[config.mk]
export PLATFORM = sky130hd
export DESIGN_NAME = padder
export DESIGN_NICKNAME = d
export VERILOG_FILES = /design/src/source/keccak_pkg.sv /design/src/source/padder.sv /design/src/source/padder_byte.sv
export VERILOG_INCLUDE_DIRS = /design/src /design/src/source
export SDC_FILE = /design/constraint.sdc
export NUM_CORES = 1
export LEC_CHECK = 0
export CORE_ASPECT_RATIO = 0.75
export CORE_UTILIZATION = 30
export CTS_BUF_LIST = sky130_fd_sc_hd__clkbuf_8
export CTS_CLUSTER_SIZE = 8
export DETAILED_ROUTE_END_ITERATION = 8
export DONT_BUFFER_PORTS = 1
export MAX_ROUTING_LAYER = met4
export PLACE_DENSITY = 0.45
export SKIP_LAST_GASP = 1
export SLEW_MARGIN = 15
export SYNTH_ARGS = -nofsm -noshare
export SYNTH_HDL_FRONTEND = slang
export SYNTH_HIERARCHICAL = 1
export SYNTH_SLANG_ARGS = --single-unit
[constraint.sdc]
create_clock -name clk -period 25.9 [get_ports clk]
set_input_delay 1.295 -clock clk [delete_from_list [all_inputs] [get_ports clk]]
set_output_delay 1.295 -clock clk [all_outputs]
set_load 0.02 [all_outputs]
[src/source/keccak_defines.svh]
/*
 * Sizes for the Keccak-512 core in the original pre-SHA-3 form.
 * The permutation width is fixed at 1600 bits. Rate plus capacity must
 * equal the width, and the rate must be a whole number of input words.
 */
`ifndef KECCAK_DEFINES_SVH
`define KECCAK_DEFINES_SVH

// Permutation state width in bits
`define KECCAK_WIDTH 1600

// Hidden part of the state
`define KECCAK_CAPACITY 1024

// Bits absorbed per block
`define KECCAK_RATE 576

// One user word per clock
`define KECCAK_IN_WIDTH 64

// Rate divided by input width
`define KECCAK_WORDS_PER_BLOCK 9

// First bits of state taken as the hash
`define KECCAK_DIGEST_WIDTH 512

// Rounds of Keccak-f[1600]
`define KECCAK_ROUNDS 24

`endif

[src/source/keccak_pkg.sv]
/*
 * Types shared by the Keccak-512 core.
 * A state holds 25 lanes with lane (x,y) at index x+5y and lane 0 in the
 * top bits. Lanes keep message bytes in stream order, first byte on top.
 */
`include "keccak_defines.svh"

package keccak_pkg;

    // One 64-bit lane
    typedef logic [`KECCAK_WIDTH/25-1:0] lane_t;

    // Lane 0 sits in the most significant bits
    typedef lane_t [0:24] state_t;

    // One user word with its framing
    typedef struct packed {
        logic [`KECCAK_IN_WIDTH-1:0] data;     // First byte in bits 63:56
        logic                        is_last;  // Final word of the message
        logic [3:0]                  byte_num; // Valid bytes when is_last
    } in_word_t;

    // Rate part of one block, first word on top
    typedef logic [`KECCAK_RATE-1:0] block_t;

    // Round counter 0 to 23
    typedef logic [4:0] round_index_t;

endpackage

[src/source/padder.sv]
/*
 * Packs user words into rate blocks and applies Keccak multi-rate padding.
 * A word is taken on each edge with in_ready high and buffer_full low.
 * Only one message is handled per reset. done rises as the final block
 * fills and holds until reset.
 */
`include "keccak_defines.svh"

module padder (
    input  logic                 clk,
    input  logic                 reset,
    input  keccak_pkg::in_word_t in,
    input  logic                 in_ready,
    output logic                 buffer_full,
    output keccak_pkg::block_t   block,
    output logic                 block_ready,
    output logic                 done,
    input  logic                 ack
);

    localparam int WORDS = `KECCAK_WORDS_PER_BLOCK;

    logic [WORDS-1:0]  fill;      // One-hot fill, bit k set after k+1 words
    logic              ended;     // Last user word taken
    logic              padded;    // 0x01 pad byte already placed
    keccak_pkg::lane_t tail_word; // Final word with pad byte
    keccak_pkg::lane_t word;      // Word shifted in this cycle
    logic              update;    // Shift a word into the block
    logic              pad_now;   // This word carries the 0x01 byte
    logic              final_blk; // Current block is the final one

    assign buffer_full = fill[WORDS-1];
    assign block_ready = buffer_full;
    assign update      = (in_ready | ended) & ~buffer_full & ~done;

    padder_byte pb0 (
        .data     (in.data),
        .byte_num (in.byte_num),
        .padded   (tail_word)
    );

    always_comb
    begin
        if (ended)
        begin
            word    = padded ? '0 : {8'h01, {(`KECCAK_IN_WIDTH-8){1'b0}}}; // Generated
            pad_now = ~padded;
        end
        else if (in.is_last)
        begin
            word    = tail_word;
            pad_now = (in.byte_num < 4'd8); // Full last word defers the pad
        end
        else
        begin
            word    = in.data;
            pad_now = 1'b0;
        end
        final_blk = padded | pad_now;
        word[7]   = word[7] | (fill[WORDS-2] & final_blk); // 0x80 in last byte of ninth word
    end

    // Payload shift, first word ends up on top
    always_ff @(posedge clk)
    begin
        if (update)
        begin
            block <= {block[`KECCAK_RATE-`KECCAK_IN_WIDTH-1:0], word};
        end
    end

    always_ff @(posedge clk)
    begin
        if (reset)
        begin
            fill   <= '0;
            ended  <= 1'b0;
            padded <= 1'b0;
            done   <= 1'b0;
        end
        else
        begin
            if (ack)
                fill <= '0; // Permutation took the block
            else if (update)
                fill <= {fill[WORDS-2:0], 1'b1};
            if (update & ~ended & in.is_last)
                ended <= 1'b1;
            if (update & pad_now)
                padded <= 1'b1;
            if (update & fill[WORDS-2] & final_blk)
                done <= 1'b1; // Final block now full
        end
    end

endmodule

[src/source/padder_byte.sv]
/*
 * Pads the final message word.
 * Keeps the first byte_num bytes, puts 0x01 in the next byte and zeroes
 * the rest. byte_num of 8 or more returns the word unchanged, so the
 * caller must supply the 0x01 byte in a following word.
 */
`include "keccak_defines.svh"

module padder_byte (
    input  keccak_pkg::lane_t data,
    input  logic [3:0]        byte_num,
    output keccak_pkg::lane_t padded
);

    localparam int BYTES = `KECCAK_IN_WIDTH / 8; // Bytes per word

    always_comb
    begin
        padded = '0;
        for (int b = 0; b < BYTES; b++)
        begin
            // Byte b lives at bits 63-8b down to 56-8b
            if (b < int'(byte_num))
            begin
                padded[`KECCAK_IN_WIDTH-1-8*b -: 8] = data[`KECCAK_IN_WIDTH-1-8*b -: 8]; // Message
            end
            else if (b == int'(byte_num))
            begin
                padded[`KECCAK_IN_WIDTH-1-8*b -: 8] = 8'h01; // Start of pad
            end
        end
    end

endmodule

Yosys cells after proc, flatten, opt, wreduce, memory -nomap -nowiden:

Cells that the tools add are included.

* $lt $le $gt $ge: 9
* equal/unequal tests: 7
* muxes and demuxes: 21
* bitwise operators: 15
* reductions and logical operators: 2

Operators by type and width (number)
* $mux W64: 2
* $mux W8: 8
* $mux W57: 1
* $eq A4 B4 Y1 const A: 4
* $lt A3 B4 Y1 const A: 4
* $mux W1: 10
* $and A1 B1 Y1: 8
* $eq A3 B4 Y1 const A: 2
* $lt A1 B4 Y1 const A: 2
* $lt A2 B4 Y1 const A: 2
* $eq A2 B4 Y1 const A: 1
* $logic_not A4 Y1: 1
* $lt A4 B4 Y1 const B: 1
* $not A1 Y1: 4
* $or A1 B1 Y1: 3
* $reduce_or A2 Y1: 1

* flip-flop bits (word level): 588
* input bits: 73
* output and inout port bits: 579

Longest topological paths before layout:

* word-level depth: 6
* depth in mapped cells: 6
* mapped depth without buffers: 4

Hierarchy:

The synthesis kept the hierarchy.

Modules (own cells, without submodules)
* padder: times used 1, cells each 777, area each 18799.3 sq um
* padder_byte: times used 1, cells each 88, area each 593.1 sq um

Least setup slack after synthesis:

Ideal clock, no wire load.

* kind: input-to-reg
* start point: input port in_ready
* end point: register block[0], enable pin
* setup time: 1.530 ns
* arrival: 25.221 ns
* required time: 24.370 ns
* setup slack: -0.851 ns
* cell stages on the path: 2
* buffers on the path: 0
* cell sequence: nor2_2 nor2_1

* longest elaborated chain between the ends: 3

RTL lines
* start, declared: line padder.sv:13 `input logic in_ready,`
* $or A1 B1 Y1: line padder.sv:34 `assign update = (in_ready | ended) & ~buffer_full & ~done;`
* $and A1 B1 Y1 (2 in a row): line padder.sv:34
* end signal, assigned: line padder.sv:68 `` block <= {block[`KECCAK_RATE-`KECCAK_IN_WIDTH-1:0], word}; ``
* end, declared: line padder.sv:15 `output keccak_pkg::block_t block,`

Every way passes these cells.
A chain may end at the register's enable or synchronous reset.

Final worst setup path:

* start point: register ended
* end point: register block[318], enable pin

* longest elaborated chain between the ends: 3

RTL lines
* start, declared: line padder.sv:24 `logic ended;`
* start signal, assigned: line padder.sv:77 `ended <= 1'b0;`
* start signal, assigned: line padder.sv:88 `ended <= 1'b1;`
* $or A1 B1 Y1: line padder.sv:34
* $and A1 B1 Y1 (2 in a row): line padder.sv:34

Every way passes these cells.

==> summary.md <==
| Metric | Value |
|---|---|
| Routed vias | roughly 8000 |
| Status | completed |
| Final HPWL from detailed placement | between 30 and 40 mm |
| Net switching power figure | roughly 0.57 mW |
| Dpl cell area | 0.02036 mm^2 |
| Final hold slack | roughly 470 ps |
| Hold Crit Endpoint | fill[7]$_SDFFE_PP0N_ |
| Final count of negative-setup-slack endpoints | 0 |
| Inserted Clock Buffers | 92 |
| Initial antenna violation count | 3 |
| Netlist cell types | 39 |
| Post-Synthesis Cells | approximately 870 |
| Sequential share of power | between 60% and 70% |
| Placer Congestion | about 0.80 |
| Unrepaired setup endpoints after global routing | false |
| Reg2reg setup slack | approximately 21000 ps |
| Buffers inserted by post-CTS timing repair | 0 |
| Syn avg cell area | ~22 um^2 |
| Worst Tran Pin Value | 1097 ps |
| Worst r2r src | ended$_SDFFE_PP0P_ |
| Initial DRC count | 594 |
| Max-Cap Viols | 0 |
| WP data required | between 20000 and 30000 ps |
| Commonest non-fill, non-tap cell in the layout | edfxtp_1 |
| Number of I/O pins | ~650 |
| I/O Buffers | 0 |
| CTS root buffer | clkbuf_8 |
| Drt first pass iters | 4 |
| Largest net degree at the start of global routing | 180 |
| Seq/Total Area, Yosys | 90.43% |
| Clock sinks | roughly 590 |
| Drt total wl | 46.86 mm |
| Hold Vio Cnt, Final | 0 |
| First-pass GRT wire length | about 63 mm |
| HP Class | flop to flop |
| Fin area | ~0.022 mm^2 |
| Clk pin slew, worst setup/hold paths | roughly 60 ps |
| R2R Path End | block[318]$_DFFE_PN_ |
| FP Rows | 80 |
| Minimum clock period | approximately 4500 ps |
| VDD IR max | approximately 36 uV |
| Clk network pwr share | approximately a third |
| Worst R2R Path Depth | 5 |
| DR WL/cell | around 25 um |
| H-tree levels | 3 |
| CP Launch Type | flop |
| #FFs+latches synth | approximately 590 |
| Pint | 1.542 mW |
| Critical path arrival | just under 5000 ps |
| P_leak | around 7.6 nW |
| Hold_sp | fill[6]$_SDFFE_PP0N_ |
| Setup TNS | 0 ps |
| Residual DRC count | 0 |
| Slew HR | approximately 27% |
| Logic gate share of total power | 2.2% |
| GRT Residual Overflow | 0 |
| Commonest non-fill, non-tap cells in the layout | edfxtp_1 (576), clkbuf_8 (92), nor2_1 (68) |
| Syn_nets | 938 |
| Synth Flop Type | edfxtp_1 |
| Period utilisation layout | 17.50% |
| Placeable Area | about 0.064 mm^2 |
| Die Footprint | ~0.066 mm^2 |
| EDFF count, synth | about 580 |
| P&R area growth vs syn | 13.16% |
| Crit path kind | flop to flop |
| CTS tree | yes |
| Clk_lat worst skew | approximately 670 ps |
| Tot Pwr | about 2.1 mW |
| Max-slew violations | 0 |
| Worst-path fanout max | roughly 180 |
| Power Dens Cells | 96.11 mW/mm^2 |
| Final nets | 1012 |
| DIE HEIGHT | ~220 um |
| Via/cell ratio | roughly 4.4 |
| Die Wd | 295.6 um |
| Layout cells sized above 1 | ~13% |
| Async SR Flop Fraction | 0% |
| Vias in the first global route | a little under 8000 |
| Switching Share | a little over a quarter |
| Final ANT Viol Nets | 0 |
| All-layer global routing usage | ~14% |
| CTS resizes | 0 |
| Synth Warn # | 6 |
| Clock Skew | 17.82 ps |
| CTS Hold Buffers Added | 0 |
| Mapped cell area | 0.01939 mm^2 |
| Starting Density | a little under a third |
| Hold path cells | 2 |
| CP endpoint kind | flop |
| Achievable Freq | approximately 220 MHz |
| Max Root-Sink Buffers | 3 |
==> critical path, cell delays in order (launching register included) <==
cell	delay [ps]
dfxtp_4	930
nor2_2	240
nor2_4	510
buf_4	660
buf_12	580
buf_4	890
==> power groups by stage <==
stage | Combinational [mW] | Clock [mW] | Sequential [mW]
after floorplan | 0.0410 | 0 | 1.37
after global placement | 0.0451 | 0 | 1.39
after detailed placement | 0.0465 | 0 | 1.39
after CTS | 0.0464 | 0.728 | 1.37
after global routing | 0.0511 | 0.767 | 1.37
final | 0.0456 | 0.702 | 1.36
==> synth_stat cells, types with 2 or more instances <==
| master | instances | share of area [%] |
|---|---|---|
| a21boi_0 | 7 | 0.27 |
| a21oi_1 | 11 | 0.28 |
| a31oi_1 | 2 | 0.065 |
| and2_1 | 7 | 0.23 |
| and2b_1 | 2 | 0.077 |
| buf_2 | 9 | 0.23 |
| buf_4 | 4 | 0.15 |
| buf_6 | 8 | 0.46 |
| clkbuf_1 | 4 | 0.077 |
| dfxtp_1 | 12 | 1.2 |
| edfxtp_1 | 576 | 89 |
| inv_1 | 3 | 0.058 |
| mux2i_1 | 63 | 3.3 |
| nand2_1 | 3 | 0.058 |
| nand3_1 | 10 | 0.26 |
| nor2_1 | 69 | 1.3 |
| nor2b_1 | 42 | 1.4 |
| o21ai_0 | 10 | 0.26 |
| or2_1 | 2 | 0.065 |
| or2_2 | 2 | 0.065 |
==> worst max path at each step <==
stage                                  start                     end  slack (ps)
after floorplan                     in_ready  block[0]$_SDFFCE_PP0N_        9000
final                     ended$_SDFFE_PP0P_    block[318]$_DFFE_PN_       21370
after CTS                 ended$_SDFFE_PP0P_    block[442]$_DFFE_PN_       21280
after global routing      ended$_SDFFE_PP0P_    block[309]$_DFFE_PN_       21020
after global placement              in_ready    block[118]$_DFFE_PN_       21290
after detailed placement            in_ready    block[318]$_DFFE_PN_       21170
==> per-layer routing <==
layer | GRT usage [%] | vias up | part of all wire, %
met2 | 22.41 | 359 | 51
met1 | 15.86 | 4125 | 38
met5 | - | - | 0
met3 | 5.962 | 79 | 9.2
li1 | - | 3498 | -
met4 | 4.446 | 0 | 2.0
==> sequential cells by signal, summed over array words and instances, names as in the netlist <==
name / count
padded: 1
ended: 1
fill: 9
done: 1
block: 576
==> layout make-up <==
type                       instances  area (um^2)
timing repair buffer               5        62.56
clock buffer                      92         1266
fill                            5927        41820
sequential                       588        17540
inverter                           3        11.26
multi-input combinational        249         1672
antenna                            1        2.502
tap                              861         1077
clock inverter                    53        311.5
==> logic make-up (layout without fill, tap and decap cells) <==
family | count (synthesis) | in the layout | share of synthesized area, %
mux | 64 | 64 | 3.310
simple gates | 144 | 144 | 3.813
flops | 588 | 588 | 90.43
compound gates | 41 | 41 | 1.458
other cells | 0 | 1 | 0
buf+inv | 28 | 153 | 0.9871
==> per-stage QoR <==
stage / util [%] / setup WS (ps) / cells
global placement: 31.94 / 21290 / 1706
CTS: 34.41 / 21280 / 1851
finish: 34.42 / 21370 / 1852
global route: 34.42 / 21020 / 1852
detailed placement: 31.94 / 21170 / 1706
floorplan: - / 8999 / 865
No activity file was read; power rests on OpenSTA's default activity.
